### config.mk
export PLATFORM = sky130hd
export DESIGN_NAME = dispatchTop
export DESIGN_NICKNAME = d
export VERILOG_FILES = /design/src/dispatchPkg.sv /design/src/queueCounter.sv /design/src/issueQueue.sv /design/src/dispatchTop.sv
export SDC_FILE = /design/constraint.sdc
export NUM_CORES = 1
export LEC_CHECK = 0
export ABC_CLOCK_PERIOD_IN_PS = 9700
export BUFFER_PORTS_ARGS = -buffer_cell sky130_fd_sc_hd__buf_2
export CORE_UTILIZATION = 40
export DETAILED_ROUTE_END_ITERATION = 8
export GPL_TIMING_DRIVEN = 0
export HOLD_SLACK_MARGIN = 0.1
export SKIP_CTS_REPAIR_TIMING = 1
export SLEW_MARGIN = 10
export SYNTH_ARGS = -nofsm -noshare
export SYNTH_HDL_FRONTEND = slang
export SYNTH_HIERARCHICAL = 1
export SYNTH_SLANG_ARGS = --single-unit
### constraint.sdc
create_clock -name clk -period 9.7 [get_ports clk]
set_clock_uncertainty 0.2 [all_clocks]
set_input_delay 1.455 -clock clk [delete_from_list [all_inputs] [get_ports clk]]
set_output_delay 1.455 -clock clk [all_outputs]
set_load 0.02 [all_outputs]
### src/dispatchPkg.sv
// ================================================
// Dispatch package
// shared opcode encoding, decoded fetch slots and
// issue queue entry payloads for the dispatch front
// ================================================

package dispatchPkg;

	// ================================================
	// sizes
	// ================================================

	// the deepest queue that any build may choose
	localparam int maxEntries = 64;

	// index fields are wide enough for the deepest queue
	localparam int idxBits = $clog2(maxEntries);

	// width of the tag that follows an instruction through the core
	localparam int tagBits = 11;

	// ================================================
	// opcodes
	// ================================================

	// only the classes that dispatch needs to tell apart
	typedef enum logic [2:0] {
		opAlu    = 3'd0,
		opLoad   = 3'd1,
		opStore  = 3'd2,
		opBranch = 3'd3,
		opJump   = 3'd4,
		opBreak  = 3'd5
	} opcode_e;

	// ================================================
	// records
	// ================================================

	// one decoded fetch slot
	// takeBranch marks a branch that the predictor expects to be taken
	typedef struct packed {
		logic               valid;
		opcode_e            opcode;
		logic               takeBranch;
		logic [tagBits-1:0] tag;
	} slot_t;

	// the fetched pair, slot 0 is the older instruction
	typedef slot_t [1:0] bundle_t;

	// what an issue queue entry keeps of a slot
	typedef struct packed {
		opcode_e            opcode;
		logic [tagBits-1:0] tag;
	} iqEntry_t;

	// a queue index, modules use only the low bits their depth needs
	typedef logic [idxBits-1:0] qIdx_t;

endpackage

### src/queueCounter.sv
// ================================================
// Queue counter
// decides how many of the two fetched slots enter
// the issue queue this cycle and tells fetch at once
// registers which slots went in at the clock edge
// ================================================

`timescale 1ns/1ps

module queueCounter #(
	parameter int IQ_ENTRIES = 16,
	parameter int WAYS = 2
) (
	input  logic                    clk,
	input  logic                    rst,
	input  logic                    ce,
	input  logic                    branchMiss,
	input  logic                    bundleValid,
	input  dispatchPkg::bundle_t    bundle,
	input  logic [IQ_ENTRIES-1:0]   iqValid,
	input  dispatchPkg::qIdx_t      iqTail,
	output logic [1:0]              queuedCnt,
	output logic [1:0]              queuedOnp,
	output logic [1:0]              queuedOn
);

	import dispatchPkg::*;

	// bits of a queue index that this depth actually uses
	localparam int idxW = $clog2(IQ_ENTRIES);

	// ================================================
	// free space at the tail
	// ================================================

	// the four entries starting at the tail, wrapping at the queue end
	// since the depth is a power of two the wrap is just the carry falling off
	logic [idxW-1:0] tailIdx [4];
	logic            fourFree;

	always_comb begin
		for (int k = 0; k < 4; k++) begin
			tailIdx[k] = iqTail[idxW-1:0] + idxW'(k);
		end
	end

	// queueing waits until all four are free, which leaves headroom for a pair
	assign fourFree = !iqValid[tailIdx[0]] && !iqValid[tailIdx[1]]
		&& !iqValid[tailIdx[2]] && !iqValid[tailIdx[3]];

	// ================================================
	// slot rules
	// ================================================

	// per slot decode of the instructions that end a fetch group
	logic [1:0] isBreak;
	logic [1:0] isJump;
	logic [1:0] takeBranch;
	logic       slot0Ends;
	logic       anyStall;

	always_comb begin
		for (int i = 0; i < 2; i++) begin
			isBreak[i]    = bundle[i].opcode == opBreak;
			isJump[i]     = bundle[i].opcode == opJump;
			takeBranch[i] = bundle[i].takeBranch;
		end
	end

	// slot 1 is younger than a break, a jump or a taken branch in slot 0
	// and so belongs to a path that fetch has not chosen yet
	assign slot0Ends = isBreak[0] || isJump[0] || takeBranch[0];

	// conditions that hold back the whole bundle
	// the count also reads zero while the core is in reset
	assign anyStall = rst || branchMiss || !ce || !bundleValid || !fourFree;

	always_comb begin
		queuedOnp = 2'b00;
		// slot 0 goes in whenever nothing stalls and it holds an instruction
		if (!anyStall && bundle[0].valid) begin
			queuedOnp[0] = 1'b1;
			// slot 1 follows slot 0 only on a two way build
			if (WAYS > 1 && bundle[1].valid && !slot0Ends) begin
				queuedOnp[1] = 1'b1;
			end
		end
	end

	// slot 1 never goes in without slot 0 so the count is 0, 1 or 2
	assign queuedCnt = {1'b0, queuedOnp[0]} + {1'b0, queuedOnp[1]};

	// ================================================
	// registered copy
	// ================================================

	// shows which slots entered the queue at the last enabled edge
	always_ff @(posedge clk) begin
		if (rst) begin
			queuedOn <= 2'b00;
		end else if (ce) begin
			queuedOn <= queuedOnp;
		end
	end

endmodule

### src/issueQueue.sv
// ================================================
// Issue queue
// circular buffer of instruction entries, written
// at the tail by dispatch and freed by index from
// the scheduler, with one combinational read port
// ================================================

`timescale 1ns/1ps

module issueQueue #(
	parameter int IQ_ENTRIES = 16,
	parameter int WAYS = 2
) (
	input  logic                    clk,
	input  logic                    rst,
	input  dispatchPkg::bundle_t    bundle,
	input  logic [1:0]              queuedOnp,
	input  logic [1:0]              queuedCnt,
	input  logic                    freeValid,
	input  dispatchPkg::qIdx_t      freeIdx,
	input  dispatchPkg::qIdx_t      readIdx,
	output logic [IQ_ENTRIES-1:0]   iqValid,
	output dispatchPkg::qIdx_t      iqTail,
	output dispatchPkg::iqEntry_t   readEntry,
	output logic                    readValid
);

	import dispatchPkg::*;

	// bits of a queue index that this depth actually uses
	localparam int idxW = $clog2(IQ_ENTRIES);

	// ================================================
	// storage
	// ================================================

	// entry payloads are only meaningful where the valid bit is set
	iqEntry_t payload [IQ_ENTRIES];

	// one bit per entry that dispatch sets and the scheduler clears
	logic [IQ_ENTRIES-1:0] valid;

	// next entry to be written
	logic [idxW-1:0] tail;

	// ================================================
	// write side
	// ================================================

	// each slot lands at the tail plus its position in the bundle
	// slot 1 is only ever enabled together with slot 0 so the two stay adjacent
	logic [idxW-1:0] wrIdx [2];

	always_comb begin
		for (int i = 0; i < 2; i++) begin
			wrIdx[i] = tail + idxW'(i);
		end
	end

	// every enabled slot leaves its opcode and tag in the entry it lands on
	always_ff @(posedge clk) begin
		for (int i = 0; i < WAYS; i++) begin
			if (queuedOnp[i]) begin
				payload[wrIdx[i]] <= '{opcode: bundle[i].opcode, tag: bundle[i].tag};
			end
		end
	end

	// ================================================
	// valid bits and tail
	// ================================================

	// the low bits select the entry being freed
	logic [idxW-1:0] freeSel;

	assign freeSel = freeIdx[idxW-1:0];

	always_ff @(posedge clk) begin
		if (rst) begin
			valid <= '0;
		end else begin
			// clearing an entry that is already free leaves it free
			if (freeValid) begin
				valid[freeSel] <= 1'b0;
			end
			// dispatch only writes entries that the counter found free
			// so a write and a free never meet on a live entry
			for (int i = 0; i < WAYS; i++) begin
				if (queuedOnp[i]) begin
					valid[wrIdx[i]] <= 1'b1;
				end
			end
		end
	end

	// the tail moves on by the number of slots written this cycle
	// and wraps at the end of the buffer without any extra logic
	always_ff @(posedge clk) begin
		if (rst) begin
			tail <= '0;
		end else begin
			tail <= tail + idxW'(queuedCnt);
		end
	end

	assign iqValid = valid;

	// the tail goes out as a full width index with the upper bits zero
	assign iqTail = qIdx_t'(tail);

	// ================================================
	// read port
	// ================================================

	logic [idxW-1:0] readSel;

	assign readSel = readIdx[idxW-1:0];

	// straight from the arrays with no register on the way
	assign readEntry = payload[readSel];
	assign readValid = valid[readSel];

endmodule

### src/dispatchTop.sv
// ================================================
// Dispatch front
// joins the queue counter and the issue queue and
// sets the queue depth and the number of ways
// ================================================

`timescale 1ns/1ps

module dispatchTop #(
	// queue depth, a power of two of at least 8
	parameter int IQ_ENTRIES = 16,
	// slots that may be queued per cycle, 1 or 2
	parameter int WAYS = 2
) (
	input  logic                    clk,
	input  logic                    rst,
	input  logic                    ce,
	input  logic                    branchMiss,
	input  logic                    bundleValid,
	input  dispatchPkg::bundle_t    bundle,
	input  logic                    freeValid,
	input  dispatchPkg::qIdx_t      freeIdx,
	input  dispatchPkg::qIdx_t      readIdx,
	output logic [1:0]              queuedCnt,
	output logic [1:0]              queuedOn,
	output logic [IQ_ENTRIES-1:0]   iqValid,
	output dispatchPkg::qIdx_t      iqTail,
	output dispatchPkg::iqEntry_t   readEntry,
	output logic                    readValid
);

	// per slot enable for this cycle, from the counter to the queue
	logic [1:0] queuedOnp;

	// ================================================
	// counter
	// ================================================

	// reads the occupancy and tail of the queue and answers fetch in the same cycle
	queueCounter #(
		.IQ_ENTRIES (IQ_ENTRIES),
		.WAYS       (WAYS)
	) u_counter (
		.clk         (clk),
		.rst         (rst),
		.ce          (ce),
		.branchMiss  (branchMiss),
		.bundleValid (bundleValid),
		.bundle      (bundle),
		.iqValid     (iqValid),
		.iqTail      (iqTail),
		.queuedCnt   (queuedCnt),
		.queuedOnp   (queuedOnp),
		.queuedOn    (queuedOn)
	);

	// ================================================
	// queue
	// ================================================

	// stores whatever the counter enabled, without checking again
	issueQueue #(
		.IQ_ENTRIES (IQ_ENTRIES),
		.WAYS       (WAYS)
	) u_queue (
		.clk       (clk),
		.rst       (rst),
		.bundle    (bundle),
		.queuedOnp (queuedOnp),
		.queuedCnt (queuedCnt),
		.freeValid (freeValid),
		.freeIdx   (freeIdx),
		.readIdx   (readIdx),
		.iqValid   (iqValid),
		.iqTail    (iqTail),
		.readEntry (readEntry),
		.readValid (readValid)
	);

endmodule

* Yosys cells after proc, flatten, opt, wreduce, memory -nomap -nowiden
Memories as Yosys holds them, arrays and structs flattened. Cells that the tools add are included.
Word-level totals: bits in registers 22, latch bits 0, memory bits (writable) 224, bits in read-only memories 0, bits of input ports 50, output and inout bits 41, logic and storage cells 74, memories 1
Memories:
- u_queue.payload | words 16, bits a word 14, rd ports 1, clocked after Yosys merged registers in 0, write ports 2, RTL line issueQueue.sv:38 | iqEntry_t payload [IQ_ENTRIES];
Operators by class: add/subtract/negate cells 5, multipliers 0, div/mod/pow operators 0, magnitude comparators 9, equal/unequal tests 2, shift operators 0, multiplexer cells 27, bitwise operators 4, reductions and logical operators 23
Operators by type and width (count):
- 2-to-1 mux 16 bit | 5
- bitwise OR 16 bit | 2
- < comparator 4 x 5 -> 1 bit, second input constant | 6
- binary-select mux 1 bit (select 4 bit) | 5
- AND 16 bit | 1
- inverter 16 bit | 1
- 2-to-1 mux 1 bit | 13
- demux 1 bit (select 4 bit) | 3
- greater-or-equal comparator 4 x 1 -> 1 bit, second input constant | 3
- zero test 1 bit | 9
- adder 4 x 2 -> 4 bit, second input constant | 2
- logical AND 1 bit | 8
- == test 3 bit, second input constant | 2
- logical OR 1 bit | 6
- adder 4 x 1 -> 4 bit, second input constant | 1
- adder 4 x 2 -> 4 bit | 1
- adder 1 x 1 -> 2 bit | 1
- 2-to-1 mux 2 bit | 1

* Depth between registers and ports, before layout
depth in word-level cells 16, depth in mapped cells 14, gate-level depth less buffers 12

* Hierarchy
Netlist, hierarchy kept.
Modules (own cells, without submodules):
- issueQueue | times used 1, cells an instance 776, area each 12423.2 sq um, sequential area each 7126.8 sq um
- queueCounter | times used 1, cells an instance 65, area each 799.5 sq um, sequential area each 40.0 sq um

* Least setup slack after synthesis
No wires, ideal clock.
path kind register to register, start point reg u_queue.tail[1], end point mem u_queue/payload[5][10] in the netlist's numbering (data pin), library setup time 0.260 ns, arrival time 4.790 ns, required time 9.240 ns, path slack 4.449 ns, cell stages (with the launch flop) 15, buffers on the path 5, clock period less this slack 5.251 ns, cell sequence dfxtp_1 clkbuf_1 inv_1 ha_1 buf_6 mux4_1 mux4_2 or3b_4 nor3_1 buf_4 nand3b_1 or3_1 buf_2 buf_6 mux2_4
RTL lines:
- start, declared | RTL line issueQueue.sv:44 | logic [idxW-1:0] tail;
- start signal, assigned | RTL line issueQueue.sv:102 | tail <= tail + idxW'(queuedCnt);
- end, declared | RTL line issueQueue.sv:38

* Worst setup path after layout
start point reg u_queue.tail[1], end point out queuedCnt[1]
On the way: word-level cells in the longest chain between the ends 13, elaborated cells between the ends (all ways) 24, those cells by class add/sub (4); mux (9); reduce/logical (11)
Ends and longest elaborated chain:
- adder 4 x 1 -> 4 bit | RTL line queueCounter.sv:43 | tailIdx[k] = iqTail[idxW-1:0] + idxW'(k);
- binary-select mux 1 bit (select 4 bit) | RTL line queueCounter.sv:48 | assign fourFree = !iqValid[tailIdx[0]] && !iqValid[tailIdx[1]]
- 2-to-1 mux 1 bit (not written as such) | RTL line queueCounter.sv:48
- zero test 1 bit | RTL line queueCounter.sv:48
- logical AND 1 bit | RTL line queueCounter.sv:48
- logical AND 1 bit | RTL line queueCounter.sv:49 | && !iqValid[tailIdx[2]] && !iqValid[tailIdx[3]];
- logical AND 1 bit * | RTL line queueCounter.sv:49
- zero test 1 bit * | RTL line queueCounter.sv:76 | assign anyStall = rst || branchMiss || !ce || !bundleValid || !fourFree;
- logical OR 1 bit * | RTL line queueCounter.sv:76
- zero test 1 bit * | RTL line queueCounter.sv:81 | if (!anyStall && bundle[0].valid) begin
- logical AND 1 bit * | RTL line queueCounter.sv:81
- 2-to-1 mux 2 bit * | RTL line queueCounter.sv:81
- adder 1 x 1 -> 2 bit * | RTL line queueCounter.sv:91 | assign queuedCnt = {1'b0, queuedOnp[0]} + {1'b0, queuedOnp[1]};
- end, declared | RTL line dispatchTop.sv:24 | output logic [1:0] queuedCnt,
Mark *: on every way between the ends. The rest lies on a longest branch, timed or not. The select of a mux whose other input is x is not followed.

==> out/qor.yml <==
timing:
  holdWs_ns: 0.271
  slew_headroom: 0.407
  slew_viol_final: 0
  setup-violations-final: 0
  rsz0062_at_grt: "false"
  fin_setup_tns_ns: 0
  fmax_mhz: 161
  hold_viol: 0
  finalCriticalPeriod_ns: 6.21
  worst_pin_slew_ns: 0.889
  timing.final.crit_share: 0.640
pwr:
  swShare: 0.226
  irDropWorstVdd_v: 0.000105
  clkPwrFrac: 0.420
  intPower_mw: 1.79
  netSwitchingPower_mw: 0.523
  power.total_mw: 2.31
  comb_power_share: 0.080
  pwr-share-seq: 0.500
  leakage_nw: 5.24
  power-per-cell-area_nw_per_um2: 154
yosys:
  synth_mux_area_frac: 0.335
  syn_avg_cell_area_um2: 15.7
  synthTopCellsByArea: "edfxtp_1 51%, mux2_2 18%, mux4_2 12%"
  ys_top_cells_by_count: "224 x edfxtp_1, 206 x mux2_2, 69 x mux4_2"
  synth_area_leader_cell: "edfxtp_1"
  synth_compound_area_frac: 0.0387
  ys_warn_count: 6
  synth.top_cell.area_share: 0.509
  synth_edf_count: 224
  ys_types: 47
  ys_async_sr_fraction: 0
  ys.flop_type: "edfxtp_1"
  ys_ff_latch: 246
  synth_simple_gate_area_frac: 0.0372
  synthXorXnorAreaFrac: 0.00397
  yosysSeqAreaShare: 0.542
  synth.most_common_cell: "edfxtp_1"
  syn-cell-area_um2: 13200
  synthAdderAreaFrac: 0.00719
  synth_top_family_by_area: "multiplexers"
  synth_cells: 841
critical_path:
  criticalPathCategory: "flip-flop to output port"
  critPathRequiredTime_ns: 8.05
  worstSetupStartpointType: "flip-flop"
  critPathArrivalTime_ns: 4.56
  endpoint_kind: "output port"
  cp_max_fo: 13
placed_design:
  gp_congestion: 0.810
  numPortBuffers: 81
  hpwl_um: 25800
  dpl.cell_count: 1365
global_routing:
  grt_usage: 0.215
  met1_usage: 0.279
  use_met2: 0.385
  grt_pass1_wl_um: 53300
  grt-ovfl-total: 0
  busiest_layer: "met2"
  antenna_found_initial: 3
  use_met3: 0.0250
  grt_max_degree: 15
  grt_pass1_vias: 8377
clock_network:
  htree_levels: 1
  cts_buffers: 28
  clockBufferDepth: 3
  clkTransAtPathRegs_ns: 0.05
  cts.sinks: 246
  root_buffer: "clkbuf_16"
  cts_tree: "yes"
  clkLatencyLatePin_ns: 0.53
floorplan:
  die_h_um: 184
  fp-row-count: 66
  die_x_um: 184
  initial_core_util: 0.406
  pin_count: 91
  core_area_um2: 32500
  die_area_um2: 33800
route:
  vias: 8008
  drc_errors: 0
  drt_iter0_drc: 466
  drt-total-wl_um: 35700
  final_antenna_net_count: 0
  wl_per_cell_um: 25.2
  via_per_inst: 5.65
  drt_pass1_iterations: 5
finish:
  fillers: 2962
  nNetsFinal: 1010
  area_delta_synth_final_pct: 13.6
  instances_no_fill: 1417
  drive_gt1_frac: 0.462
hold_path:
  hold_path.class: "flip-flop to flip-flop"
flow_run:
  drv_cap: 0
run_status:
  status: "finished, final reports clean"
power by group through the flow:
stage	clock network [mW]	registers, mW	logic (mW)
2_1_floorplan	0	1.18	0.118
3_3_place_gp	0	1.18	0.184
3_5_place_dp	0	1.18	0.186
4_1_cts	0.988	1.16	0.187
5_1_grt	1.03	1.16	0.198
6_report	0.971	1.16	0.185
worst paths after layout:
kind	to	depth (start not counted)	start	slack [ns]
min reg2reg	u_counter/queuedOn[0]	2	u_counter/queuedOn[0]	0.27
max reg2reg	u_queue/payload[14][0]	13	u_queue/tail[1]	3.56
max	queuedCnt[1]	9	u_queue/tail[1]	3.49
min	u_counter/queuedOn[0]	2	u_counter/queuedOn[0]	0.27
per-stage QoR:
step	setup slack (ns)	util	area (µm²)
floorplan	4.45	-	13200
global placement	3.60	0.436	14200
detailed placement	3.61	0.436	14200
CTS	3.46	0.461	15000
global route	3.34	0.461	15000
finish	3.49	0.462	15000
layout make-up:
class / count / area [µm²] / share of cell area
sequential: 246 / 7170 / 0.477
multi-input combinational: 492 / 5580 / 0.372
clock buffer: 34 / 723 / 0.0482
tap: 442 / 553 / 0.0368
timing repair buffer: 81 / 405 / 0.0270
buffer: 79 / 383 / 0.0255
clock inverter: 16 / 105 / 0.00700
inverter: 25 / 93.8 / 0.00625
antenna: 2 / 5.00 / 0.000333
cell usage in the layout, fill, tap and decap left out, types with 4 or more instances in the layout:
master,netlist,final
buf_6,4,4
nand3b_1,5,5
buf_2,21,102
nand3_1,9,9
mux4_2,69,69
o211ai_1,4,4
edfxtp_1,224,224
mux2_4,20,20
nand2_1,23,23
clkinv_1,0,9
clkbuf_16,0,28
clkinv_2,0,5
a22oi_1,32,32
nor2b_1,7,7
o21ai_0,18,18
inv_1,25,25
mux4_1,8,8
clkbuf_1,45,51
mux2_2,206,206
ha_1,6,6
nand2b_1,7,7
dfxtp_1,22,22
buf_4,8,8
a21oi_1,19,19
mux2i_1,4,4
nor2_1,17,17
critical path, cell delays in order (launching register included):
cell      delay, ns
dfxtp_1        0.69
clkbuf_1       0.48
inv_1          0.14
ha_1           0.32
buf_6          0.14
mux4_1         0.61
mux4_2         0.48
or3b_4         0.42
nor3_1         0.47
buf_2          0.27
flip-flops by register name, summed over array words and instances (netlist names):
| signal | count |
|---|---|
| u_queue/payload | 224 |
| u_queue/iqValid | 16 |
| u_queue/tail | 4 |
| u_counter/queuedOn | 2 |
logic make-up (layout without fill, tap and decap cells):
family,count (synthesis),in the layout
AO/OA/AOI/OAI,79,79
XOR/XNOR,6,6
adder cells (fa/ha/maj),7,7
buffers and inverters,104,235
flip-flops,246,246
multiplexers,307,307
other,1,4
AND/OR/NAND/NOR,91,91
layer usage:
metal | part of all wire | vias to the layer above | routed length [µm]
li1 | - | 3572 | -
met1 | 0.43 | 4179 | 15300
met2 | 0.51 | 198 | 18300
met3 | 0.036 | 53 | 1290
met4 | 0.023 | 6 | 827
met5 | 0.00095 | - | 34
Note: power is estimated with default switching activity, not from simulation.
